### config.mk
export PLATFORM = sky130hd
export DESIGN_NAME = l2cache_control
export DESIGN_NICKNAME = d
export VERILOG_FILES = /design/src/l2cache_ctrl_pkg.sv /design/src/l2cache_control.sv
export SDC_FILE = /design/constraint.sdc
export NUM_CORES = 1
export LEC_CHECK = 0
export CORE_AREA = 2 2 39 41
export DETAILED_ROUTE_END_ITERATION = 8
export DIE_AREA = 0 0 41 43
export DONT_BUFFER_PORTS = 1
export GPL_ROUTABILITY_DRIVEN = 0
export GPL_TIMING_DRIVEN = 0
export HOLD_SLACK_MARGIN = 0.02
export MAX_ROUTING_LAYER = met4
export PLACE_DENSITY = 0.43
export SLEW_MARGIN = 0
export SYNTH_ARGS = -nofsm -noshare
export SYNTH_HDL_FRONTEND = slang
export SYNTH_SLANG_ARGS = --single-unit
### constraint.sdc
create_clock -name clk -period 1.6 [get_ports clk]
set_clock_uncertainty 0.2 [all_clocks]
set_input_delay 0.16 -clock clk [delete_from_list [all_inputs] [get_ports clk]]
set_output_delay 0.16 -clock clk [all_outputs]
set_load 0.02 [all_outputs]
### src/l2cache_ctrl_pkg.sv
package l2cache_ctrl_pkg;

    // controller states
    typedef enum logic [1:0] {
        idle       = 2'd0,
        hit_check  = 2'd1,
        write_back = 2'd2,
        fetch      = 2'd3
    } l2_state_t;

    // which way the datapath acts on
    typedef enum logic {
        way_hit = 1'b0,
        way_lru = 1'b1
    } way_src_t;

    // source of the memory-side address
    typedef enum logic {
        addr_req = 1'b0,
        addr_wb  = 1'b1
    } addr_src_t;

endpackage

### src/l2cache_control.sv
`timescale 1ns/1ps

module l2cache_control (
    input  logic                        clk,
    input  logic                        rst_n,
    // requester handshake
    input  logic                        mem_read,
    input  logic                        mem_write,
    output logic                        mem_resp,
    // memory handshake
    input  logic                        pmem_resp,
    output logic                        pmem_read,
    output logic                        pmem_write,
    // datapath status
    input  logic                        hit,
    input  logic                        victim_dirty,
    // datapath controls
    output l2cache_ctrl_pkg::way_src_t  way_src,
    output l2cache_ctrl_pkg::addr_src_t addr_src,
    output logic                        load_line,
    output logic                        load_valid,
    output logic                        load_dirty,
    output logic                        load_lru,
    output logic                        load_wb_line,
    output logic                        line_from_mem,
    output logic                        valid_in,
    output logic                        dirty_in
);

    l2cache_ctrl_pkg::l2_state_t state;
    l2cache_ctrl_pkg::l2_state_t state_next;

    // state register
    always_ff @(posedge clk or negedge rst_n) begin
        if (!rst_n) begin
            state <= l2cache_ctrl_pkg::idle;
        end else begin
            state <= state_next;
        end
    end

    // next state and outputs
    always_comb begin
        // defaults, everything quiet
        state_next    = state;
        mem_resp      = 1'b0;
        pmem_read     = 1'b0;
        pmem_write    = 1'b0;
        way_src       = l2cache_ctrl_pkg::way_hit;
        addr_src      = l2cache_ctrl_pkg::addr_req;
        load_line     = 1'b0;
        load_valid    = 1'b0;
        load_dirty    = 1'b0;
        load_lru      = 1'b0;
        load_wb_line  = 1'b0;
        line_from_mem = 1'b0;
        valid_in      = 1'b0;
        dirty_in      = 1'b0;

        unique case (state)
            l2cache_ctrl_pkg::idle: begin
                // take a request on this edge
                if (mem_read || mem_write) begin
                    state_next = l2cache_ctrl_pkg::hit_check;
                end
            end

            l2cache_ctrl_pkg::hit_check: begin
                if (hit) begin
                    // answer now, touch lru
                    mem_resp   = 1'b1;
                    load_lru   = 1'b1;
                    state_next = l2cache_ctrl_pkg::idle;
                    if (mem_write) begin
                        // write hit replaces the line and marks it dirty
                        load_line  = 1'b1;
                        load_dirty = 1'b1;
                        dirty_in   = 1'b1;
                    end
                end else begin
                    way_src = l2cache_ctrl_pkg::way_lru;
                    if (victim_dirty) begin
                        // snapshot victim before it is overwritten
                        load_wb_line = 1'b1;
                        state_next   = l2cache_ctrl_pkg::write_back;
                    end else begin
                        state_next = l2cache_ctrl_pkg::fetch;
                    end
                end
            end

            l2cache_ctrl_pkg::write_back: begin
                // victim out first
                pmem_write = 1'b1;
                addr_src   = l2cache_ctrl_pkg::addr_wb;
                way_src    = l2cache_ctrl_pkg::way_lru;
                if (pmem_resp) begin
                    state_next = l2cache_ctrl_pkg::fetch;
                end
            end

            l2cache_ctrl_pkg::fetch: begin
                // refill into the lru way
                pmem_read = 1'b1;
                way_src   = l2cache_ctrl_pkg::way_lru;
                if (pmem_resp) begin
                    load_line     = 1'b1;
                    line_from_mem = 1'b1;
                    load_valid    = 1'b1;
                    valid_in      = 1'b1;
                    load_dirty    = 1'b1;
                    dirty_in      = 1'b0;
                    // retry, it hits now
                    state_next    = l2cache_ctrl_pkg::hit_check;
                end
            end

            default: begin
                state_next = l2cache_ctrl_pkg::idle;
            end
        endcase
    end

endmodule

# Word-level counts from Yosys, hierarchy flattened

Index checks and enable logic that the tools add are counted.

Input port bits: 7
Output and inout bits: 13
Flip-flop bits (word level): 2

Reductions and logical operators: 4
Equal/unequal tests: 6
Mux-type cells: 21

Operator list:

| operator             | number |
|---|---|
| $mux W1              | 14 |
| $mux W2              | 4 |
| $pmux W2 S4          | 1 |
| $ne A2 B2 Y1 const B | 3 |
| $eq A2 B2 Y1 const B | 2 |
| $pmux W1 S2          | 2 |
| $reduce_and A3 Y1    | 1 |
| $eq A2 B1 Y1 const B | 1 |
| $logic_not A2 Y1     | 1 |
| $reduce_or A2 Y1     | 1 |
| $logic_or A1 B1 Y1   | 1 |

# Longest topological paths before layout

Gate-level depths: netlist of run 1.

Word-level depth: 3
Depth in mapped cells: 5
Gate-level depth less buffers: 5

# Least setup slack after synthesis of run 1

OpenSTA, ideal clock, no wires.

Kind: register -> output
From: register state[0]
To: output port load_line
Stages on the path, launching flop included: 5
Arrival time: 1502 ps
Slack: -262 ps
Path buffers: 1
Cells stage by stage: dfrtp_1 > ha_1 > and2_1 > or2_2 > buf_4

Cells in the longest elaborated chain, start to end: 2
Elaborated cells on any way between the ends: 3
Classes of those cells: eq/ne (2); mux (1)

RTL lines:

| item                                                | RTL line              | text |
|---|---|---|
| from (decl)                                         | l2cache_control.sv:30 | `l2cache_ctrl_pkg::l2_state_t state;` |
| from (signal assigned)                              | l2cache_control.sv:36 | `state <= l2cache_ctrl_pkg::idle;` |
| from (signal assigned)                              | l2cache_control.sv:38 | `state <= state_next;` |
| $eq A2 B2 Y1 / $eq A2 B1 Y1 (equally long branches) | --                    |  |
| $pmux W1 S2 (*)                                     | --                    |  |
| to (decl)                                           | l2cache_control.sv:20 | `output logic load_line,` |

Mark *: on every way between the ends. The rest lies on a longest branch, timed or not.

# Worst setup path after layout of run 1

Ends and elaborated chain as after synthesis.

==> parameters.txt, run 1 <==
Parameter                              Value

Worst setup path
  Reg-to-reg critical path startpoint ... state[0]
  Largest stage delay on the critical path ... 0.44 ns
  Type of element launching the critical path ... flop
  Capture instance of the worst register-to-register path ... state[0]
  Bufs and invs on worst path ... 1
  Worst reg2reg setup slack ... -0.14 ns
  Classification of the worst setup path ... flop to output port
  Critical-path cell list ... ha_4 -> and2_4 -> or2_4 -> buf_6
  Cell count of the worst reg-to-reg path ... 6
  Cell family contributing the most delay on the critical path ... simple AND/OR/NAND/NOR gates
  Worst EP arrival ... 1.47 ns
  Critical path capture point type ... output port
  Max Fanout on Critical Path ... 4
  CP Data Required Time ... 1.24 ns
  Slowest library cell on the worst path ... sky130_fd_sc_hd__dfrtp_2

Logic synthesis
  Dominant cells by area after synthesis ... sky130_fd_sc_hd__ha_1 27%, sky130_fd_sc_hd__dfrtp_1 18%, sky130_fd_sc_hd__buf_4 13%
  Post-synth ARST share ... 1.00
  Unique masters post-synth ... 15
  Nets in the synthesized netlist ... 44
  Post-synthesis cell count ... 31
  YS warnings ... 0
  Cell area after synthesis ... 280 um^2
  Count of flip-flops with a built-in enable after synthesis ... 0
  Primary flip-flop cell chosen by synthesis mapping ... sky130_fd_sc_hd__dfrtp_1
  Average footprint of a synthesized cell ... 9.04 um^2
  Post-synth top area cell ... sky130_fd_sc_hd__ha_1
  Number of synthesized register bits ... 2
  Sequential area share after synthesis ... 0.179
  Area share of the largest cell type after synthesis ... 0.268

CTS
  Clock tree from TritonCTS ... yes
  Sink count of the clock tree ... 2
  Inserted Clock Buffers ... 3
  Clock transition at the register clock pins on the worst setup and hold paths after CTS ... 0.03 ns
  H-tree lvl count ... 1
  Clock root buffer master ... sky130_fd_sc_hd__clkbuf_4
  Clock network latency to the later pin of the worst-skew pair ... 0.22 ns
  Clock Tree Buf Depth ... 2

Routing
  Detail-routed net length per standard cell ... 13.2 um
  Via density per instance ... 4.10
  1st-iter DRT viols ... 0
  Remaining design rule violation count ... 0
  Number of detailed-route iterations in the first pass ... 1
  Total Wirelength ... 819 um
  Vias ... 254
  Routed Antenna Nets ... 0

Floorplan
  Overall die area ... 1760 um^2
  Core area ... 1380 um^2
  Starting utilization of the core area ... 0.203
  Boundary Pins ... 20
  Die width ... 41 um
  Std cell rows ... 14
  Die height ... 43 um

STA
  Shortest clock period the worst path allows after layout ... 1.83 ns
  Tcrit/Tclk final ... 1.14
  Crit path setup slack, layout ... -0.230 ns
  Accumulated negative setup slack ... -0.726 ns
  Maximum achievable frequency ... 546 MHz
  Slew HR ... 0.826
  Setup violation total in the final timing report ... 6
  Number of hold violations in the final report ... 0
  Setup repair after global routing missed its margin ... true
  Number of pins exceeding their max-slew limit in the final report ... 0
  Slew at the pin closest to its max-slew limit ... 0.259 ns

GRT
  Most Crowded Layer GR ... met2
  M3 GR Usage ... 0
  Antenna violations before repair ... 0
  Largest net degree at the start of global routing ... 6
  Vias in the first global route ... 264
  Routing usage on met2 ... 0.169
  Total grt overflow ... 0
  First-pass GRT wire length ... 1040 um
  Overall global routing resource usage ... 0.0916
  Global routing met1 resource utilization ... 0.0836

Power and ir drop
  Lkg Pwr ... 0.241 nW
  Power per cell area ... 1810 nW/um^2
  Overall power ... 1.07 mW
  Peak supply drop ... 0.757 mV

Cells and area
  Number of flip-flops in the largest register ... 2
  Layout cells sized above 1 ... 0.783
  Layout overhead on the synthesized area ... 111%
  Registers with the most flip-flops ... state (2)
  N_diodes ... 0
  Top register by number of flip-flops ... state
  Top library cells by usage in the layout, fill and taps aside ... 6 x sky130_fd_sc_hd__buf_4, 5 x sky130_fd_sc_hd__ha_4, 5 x sky130_fd_sc_hd__dlygate4sd3_1
  Most common cell after layout, fill and taps aside ... sky130_fd_sc_hd__buf_4
  Layout Nets ... 60
  Area of all placed cells without fillers ... 592 um^2

Flow run
  Count of max-cap constraint violations ... 0

Placement
  Dpl cell area ... 340 um^2
  Worst slack at placement ... -0.138 ns
  Port Buffer Count ... 0

Min path
  Capture endpoint of the worst hold path ... state[1]
  Startpoint of the lowest-slack hold path ... hit
  Type of the worst min-delay path ... primary input to flop
  Worst hold path stage count ... 3

Run status
  Violations in the final reports ... setup timing
  Result of the run ... finished with violations
[stage by stage]
stage	hold WS, ns	std cells	utilization
after floorplan	-0.336	31	-
after global placement	-0.336	47	0.246
after detailed placement	-0.336	47	0.246
after CTS	0.0498	61	0.368
after global routing	0.0542	62	0.428
final	0.0124	62	0.428
[worst reg2reg max path: cells and delay by family, from the launching register on]
| family | cells | cell delay (ns) |
|---|---|---|
| AO/OA/AOI/OAI | 1 | 0.12 |
| adder cells (fa/ha/maj) | 1 | 0.20 |
| buffers and inverters | 2 | 0.19 |
| flip-flops | 1 | 0.42 |
| multiplexers | 1 | 0.32 |
| AND/OR/NAND/NOR | 1 | 0.18 |
[area by class of cell]
| type | instances | area [um^2] |
|---|---|---|
| Tap cell | 16 | 20.0 |
| Fill cell | 134 | 792 |
| Multi-Input combinational cell | 21 | 309 |
| Buffer | 5 | 45.0 |
| Clock buffer | 4 | 26.3 |
| Sequential cell | 2 | 52.6 |
| Inverter | 3 | 23.8 |
| Timing Repair Buffer | 11 | 115 |
[worst max path at each step]
stage                     startpoint        end  slack (ns)  cells after the start
final                       state[0]  load_line       -0.23                      4
after global routing        state[0]  load_line       -0.26                      4
after CTS                   state[0]  load_line       -0.24                      4
after detailed placement    state[1]   state[0]       -0.14                      5
after global placement      state[1]   state[0]       -0.11                      5
after floorplan             state[1]  load_line       -0.02                      5
[repair_timing]
item	4_1_cts	5_1_grt
setup buffers	5	2
endpoints found under the hold margin	3	0
endpoints found under the setup margin	8	9
pin swaps	4	5
gates cloned	0	0
resized for setup	15	14
hold buffers	5	0
[cells by family after synthesis]
kind of cell / count (synthesis) / synth area share
AOI/OAI and AO/OA: 4 / 0.112
adders and majority gates: 6 / 0.268
buffers and inverters: 8 / 0.174
DFF: 2 / 0.179
muxes: 2 / 0.0759
and+or+nand+nor: 9 / 0.192
[Yosys cell counts (all sizes together), types with 2 or more instances]
library cell  count
ha                6
buf               5
and2              3
inv               3
dfrtp             2
nor2b             2
o21ai             2
[power breakdown]
part           internal (mW)  total, mW  switching [mW]  leakage, nW
Combinational          0.431      0.834           0.403        0.204
Clock                 0.0927      0.123          0.0306       0.0150
Sequential            0.0767      0.113          0.0360       0.0223
Total                  0.601       1.07           0.469        0.241
[per-layer routing]
metal	share of wire	up-vias	routed length (um)
met5	0	-	0
met4	0	0	0
met3	0.070	0	57
met2	0.63	12	513
met1	0.30	116	248
li1	-	126	-
No activity file was read; power rests on OpenSTA's default activity.
==> run 2, diff against run 1 <==
--- a/config.mk
+++ b/config.mk
@@ -5,6 +5,8 @@
 export SDC_FILE = /design/constraint.sdc
 export NUM_CORES = 1
 export LEC_CHECK = 0
+export CELL_PAD_IN_SITES_DETAIL_PLACEMENT = 1
+export CELL_PAD_IN_SITES_GLOBAL_PLACEMENT = 1
 export CORE_AREA = 2 2 39 41
 export DETAILED_ROUTE_END_ITERATION = 8
 export DIE_AREA = 0 0 41 43
@@ -13,7 +15,8 @@
 export GPL_TIMING_DRIVEN = 0
 export HOLD_SLACK_MARGIN = 0.02
 export MAX_ROUTING_LAYER = met4
-export PLACE_DENSITY = 0.43
+export PLACE_DENSITY = 0.54
+export SKIP_LAST_GASP = 1
 export SLEW_MARGIN = 0
 export SYNTH_ARGS = -nofsm -noshare
 export SYNTH_HDL_FRONTEND = slang
==> parameters.txt, run 2 (synthesis results as in run 1) <==
Parameter                              Value

Run status
  Result of the run ... finished with violations
  Violations in the final reports ... setup timing

GRT
  Antenna violations before repair ... 0
  Most Crowded Layer GR ... met2
  Total grt overflow ... 0
  Vias in the first global route ... 247
  Routing usage on met2 ... 0.156
  First-pass GRT wire length ... 1010 um
  Overall global routing resource usage ... 0.0916
  M3 GR Usage ... 0.0157
  Largest net degree at the start of global routing ... 6
  Global routing met1 resource utilization ... 0.0772

Floorplan
  Overall die area ... 1760 um^2
  Die height ... 43 um
  Boundary Pins ... 20
  Die width ... 41 um
  Std cell rows ... 14
  Core area ... 1380 um^2
  Starting utilization of the core area ... 0.203

Worst setup path
  Type of element launching the critical path ... flop
  Worst EP arrival ... 1.46 ns
  Reg-to-reg critical path startpoint ... state[1]
  Max Fanout on Critical Path ... 4
  CP Data Required Time ... 1.24 ns
  Capture instance of the worst register-to-register path ... state[0]
  Classification of the worst setup path ... flop to output port
  Worst reg2reg setup slack ... -0.16 ns
  Critical path capture point type ... output port
  Cell count of the worst reg-to-reg path ... 5

Routing
  Detail-routed net length per standard cell ... 11.4 um
  1st-iter DRT viols ... 0
  Vias ... 252
  Via density per instance ... 4.13
  Remaining design rule violation count ... 0
  Routed Antenna Nets ... 0
  Number of detailed-route iterations in the first pass ... 1
  Total Wirelength ... 698 um

STA
  Worst hold slack ... 0.0478 ns
  Shortest clock period the worst path allows after layout ... 1.82 ns
  Crit path setup slack, layout ... -0.218 ns
  Setup violation total in the final timing report ... 6
  Maximum achievable frequency ... 550 MHz
  Slew HR ... 0.803
  Slew at the pin closest to its max-slew limit ... 0.295 ns
  Setup repair after global routing missed its margin ... true
  Number of hold violations in the final report ... 0
  Number of pins exceeding their max-slew limit in the final report ... 0
  Tcrit/Tclk final ... 1.14

Cells and area
  Number of flip-flops in the largest register ... 2
  Layout overhead on the synthesized area ... 69.6%
  Layout cells sized above 1 ... 0.600
  N_diodes ... 0
  Most common cell after layout, fill and taps aside ... sky130_fd_sc_hd__buf_4
  Top library cells by usage in the layout, fill and taps aside ... 8 x sky130_fd_sc_hd__buf_4, 6 x sky130_fd_sc_hd__dlygate4sd3_1, 3 x sky130_fd_sc_hd__ha_1, 3 x sky130_fd_sc_hd__clkbuf_4
  Layout Nets ... 59
  Top register by number of flip-flops ... state
  Registers with the most flip-flops ... state (2)
  Final-layout fill cell count ... 170

Min path
  Worst hold path stage count ... 2
  Capture endpoint of the worst hold path ... state[0]
  Startpoint of the lowest-slack hold path ... victim_dirty
  Type of the worst min-delay path ... primary input to flop

CTS
  Clock Tree Buf Depth ... 2
  Inserted Clock Buffers ... 3
  Clock transition at the register clock pins on the worst setup and hold paths after CTS ... 0.04 ns
  Clock root buffer master ... sky130_fd_sc_hd__clkbuf_4
  Clock network latency to the later pin of the worst-skew pair ... 0.23 ns
  Sink count of the clock tree ... 2
  Clock tree from TritonCTS ... yes
  H-tree lvl count ... 1

Power and ir drop
  Clock Power Share ... 0.165
  Reg power frac ... 0.148
  Power per cell area ... 1600 nW/um^2
  Lkg Pwr ... 0.209 nW
  Peak supply drop ... 0.663 mV
  Total internal power ... 0.414 mW
  Overall power ... 0.759 mW
  Switching share of power ... 0.454
  Logic gate share of total power ... 0.688
  Net switching power of the design ... 0.345 mW

Flow run
  Count of max-cap constraint violations ... 0

Placement
  Port Buffer Count ... 0
  Post-detailed-placement half-perimeter wirelength ... 521 um
-- run 2: power by group through the flow --
stage / Combinational, mW / Sequential (mW) / Clock, mW
6_report: 0.522 / 0.112 / 0.125
5_1_grt: 0.578 / 0.116 / 0.139
4_1_cts: 0.519 / 0.110 / 0.134
3_5_place_dp: 0.430 / 0.116 / 0
3_3_place_gp: 0.423 / 0.116 / 0
2_1_floorplan: 0.376 / 0.110 / 0
-- run 2: worst max-delay path by stage --
stage          startpoint         to
3_3_place_gp     state[1]   state[0]
5_1_grt          state[0]  load_line
4_1_cts          state[0]  load_line
6_report         state[0]  load_line
2_1_floorplan    state[1]  load_line
3_5_place_dp     state[1]   state[0]
-- run 2: layout make-up --
type | count | area (um^2) | area share
buffer | 5 | 41.3 | 0.0868
clock buffer | 4 | 26.3 | 0.0553
inverter | 3 | 11.3 | 0.0237
multi-input combinational | 21 | 234 | 0.492
sequential | 2 | 52.6 | 0.111
tap | 16 | 20.0 | 0.0421
timing repair buffer | 10 | 90.1 | 0.189
-- run 2: what timing repair did --
item	in CTS	in global routing
hold buffers	6	0
gates resized for setup	7	1
setup endpoints to repair	8	9
buffers inserted	4	0
pin swaps	4	0
endpoints found under the hold margin	3	0
-- run 2: worst max-delay path, cell delays in order, from the launching register on --
cell	delay, ns
sky130_fd_sc_hd__dfrtp_2	0.44
sky130_fd_sc_hd__ha_4	0.20
sky130_fd_sc_hd__and2_4	0.17
sky130_fd_sc_hd__or2_4	0.27
sky130_fd_sc_hd__buf_6	0.14
-- run 2: stage by stage --
stage	std cells	worst slack (ns)	utilization	setup TNS [ns]	cell area, um^2
after floorplan	31	-0.0224	-	-0.0402	320
after global placement	47	-0.121	0.246	-0.196	340
after detailed placement	47	-0.120	0.246	-0.208	340
after CTS	61	-0.227	0.340	-0.715	470
after global routing	61	-0.266	0.344	-1.14	475
final	61	-0.218	0.344	-0.660	475
-- run 2: routing by layer --
metal | share of wire | vias to the layer above
met5 | 0 | -
met3 | 0.073 | 0
met2 | 0.60 | 10
li1 | - | 123
met1 | 0.33 | 119
met4 | 0 | 0
==> run 3, diff against run 2 <==
--- a/config.mk
+++ b/config.mk
@@ -15,7 +15,7 @@
 export GPL_TIMING_DRIVEN = 0
 export HOLD_SLACK_MARGIN = 0.02
 export MAX_ROUTING_LAYER = met4
-export PLACE_DENSITY = 0.54
+export PLACE_DENSITY = 0.42
 export SKIP_LAST_GASP = 1
 export SLEW_MARGIN = 0
 export SYNTH_ARGS = -nofsm -noshare
==> parameters.txt, run 3 (synthesis results as in run 1) <==
Parameter                              Value

Routing
  Remaining design rule violation count ... 0
  1st-iter DRT viols ... 0
  Vias ... 268
  Via density per instance ... 4.19
  Routed Antenna Nets ... 0
  Detail-routed net length per standard cell ... 10.6 um
  Number of detailed-route iterations in the first pass ... 1
  Total Wirelength ... 678 um

Power and ir drop
  Power per cell area ... 1600 nW/um^2
  Overall power ... 0.841 mW
  Lkg Pwr ... 0.227 nW
  Peak supply drop ... 0.608 mV

GRT
  Largest net degree at the start of global routing ... 6
  Vias in the first global route ... 262
  Total grt overflow ... 0
  First-pass GRT wire length ... 986 um
  Overall global routing resource usage ... 0.0862
  Antenna violations before repair ... 0

STA
  Shortest clock period the worst path allows after layout ... 1.83 ns
  Maximum achievable frequency ... 545 MHz
  Crit path setup slack, layout ... -0.234 ns
  Setup repair after global routing missed its margin ... true
  Tcrit/Tclk final ... 1.15
  Slew HR ... 0.825
  Slew at the pin closest to its max-slew limit ... 0.262 ns
  Setup violation total in the final timing report ... 5
  Number of pins exceeding their max-slew limit in the final report ... 0
  Number of hold violations in the final report ... 0

CTS
  Clock root buffer master ... sky130_fd_sc_hd__clkbuf_4
  Clock transition at the register clock pins on the worst setup and hold paths after CTS ... 0.03 ns
  Inserted Clock Buffers ... 3
  H-tree lvl count ... 1
  Clock network latency to the later pin of the worst-skew pair ... 0.23 ns
  Clock Tree Buf Depth ... 2
  Sink count of the clock tree ... 2
  Clock tree from TritonCTS ... yes

Worst setup path
  Cell count of the worst reg-to-reg path ... 5
  Critical-path cell list ... ha_2 -> and3_4 -> or2_4 -> buf_6
  CP Data Required Time ... 1.24 ns
  Cell family contributing the most delay on the critical path ... simple AND/OR/NAND/NOR gates
  Max Fanout on Critical Path ... 5
  Slowest library cell on the worst path ... sky130_fd_sc_hd__dfrtp_2
  Worst reg2reg setup slack ... -0.17 ns
  Worst EP arrival ... 1.47 ns
  Critical path capture point type ... output port
  Classification of the worst setup path ... flop to output port
  Bufs and invs on worst path ... 1
  Capture instance of the worst register-to-register path ... state[0]
  Type of element launching the critical path ... flop
  Largest stage delay on the critical path ... 0.45 ns
  Reg-to-reg critical path startpoint ... state[1]

Cells and area
  Top register by number of flip-flops ... state
  Layout cells sized above 1 ... 0.646
  Area of all placed cells without fillers ... 527 um^2
  Number of flip-flops in the largest register ... 2
  Layout Nets ... 62
  Most common cell after layout, fill and taps aside ... sky130_fd_sc_hd__buf_4
  Top library cells by usage in the layout, fill and taps aside ... 10 x sky130_fd_sc_hd__buf_4, 6 x sky130_fd_sc_hd__dlygate4sd3_1, 3 x sky130_fd_sc_hd__and2_4, 3 x sky130_fd_sc_hd__ha_1, 3 x sky130_fd_sc_hd__clkbuf_4
  Registers with the most flip-flops ... state (2)
  Layout overhead on the synthesized area ... 87.9%
  N_diodes ... 0

Floorplan
  Die width ... 41 um
  Starting utilization of the core area ... 0.203
  Die height ... 43 um
  Core area ... 1380 um^2
  Std cell rows ... 14
  Overall die area ... 1760 um^2
  Boundary Pins ... 20

Placement
  Worst slack at placement ... -0.166 ns
  Port Buffer Count ... 0
  Dpl cell area ... 340 um^2

Min path
  Capture endpoint of the worst hold path ... state[0]
  Startpoint of the lowest-slack hold path ... victim_dirty
  Type of the worst min-delay path ... primary input to flop
  Worst hold path stage count ... 2

Flow run
  Count of max-cap constraint violations ... 0

Run status
  Violations in the final reports ... setup timing
  Result of the run ... finished with violations
## run 3: worst max path at each step
stage | from | to | slack [ns] | depth (start not counted)
3_3_place_gp | state[1] | state[0] | -0.15 | 5
2_1_floorplan | state[1] | load_line | -0.02 | 5
6_report | state[0] | load_line | -0.23 | 4
5_1_grt | state[0] | load_line | -0.27 | 4
3_5_place_dp | state[1] | state[0] | -0.17 | 5
4_1_cts | state[0] | load_line | -0.25 | 4
## run 3: per-layer routing
| metal | global-route usage | vias to the layer above | wire [um] |
|---|---|---|---|
| met4 | 0.0800 | 0 | 0 |
| li1 | - | 131 | - |
| met5 | - | - | 0 |
| met1 | 0.0735 | 125 | 215 |
| met2 | 0.153 | 12 | 406 |
| met3 | 0 | 0 | 56 |
## run 3: cell type report
cell class | count | area (um^2)
inverter | 3 | 13.8
multi-input combinational | 21 | 256
clock buffer | 4 | 26.3
timing repair buffer | 13 | 113
buffer | 5 | 45.0
sequential | 2 | 52.6
fill | 166 | 857
tap | 16 | 20.0
## run 3: per-stage QoR
| step | utilization | hold WS [ns] | cells | setup TNS [ns] |
|---|---|---|---|---|
| after floorplan | - | -0.336 | 31 | -0.0402 |
| after global placement | 0.246 | -0.336 | 47 | -0.234 |
| after detailed placement | 0.246 | -0.336 | 47 | -0.263 |
| after CTS | 0.372 | 0.0355 | 63 | -0.766 |
| after global routing | 0.381 | 0.0675 | 64 | -1.03 |
| final | 0.381 | 0.0404 | 64 | -0.637 |
## run 3: worst reg2reg max path, delay by kind of cell, from the launching register on
family | cells | cell delay [ns]
buffers and inverters | 1 | 0.15
and+or+nand+nor | 1 | 0.21
DFF | 1 | 0.43
muxes | 1 | 0.33
adders and majority gates | 1 | 0.19
AOI/OAI and AO/OA | 1 | 0.15
## run 3: repair_timing
item	4_1_cts	5_1_grt
hold endpoints to repair	3	0
gates resized for setup	12	2
pin swaps	5	3
setup buffers	6	1
hold buffers	6	0
setup endpoints to repair	8	9
## run 3: power breakdown
group,switching [mW],internal (mW),total [mW]
Clock,0.0316,0.0928,0.124
Combinational,0.300,0.299,0.599
Sequential,0.0406,0.0767,0.117
Total,0.372,0.469,0.841
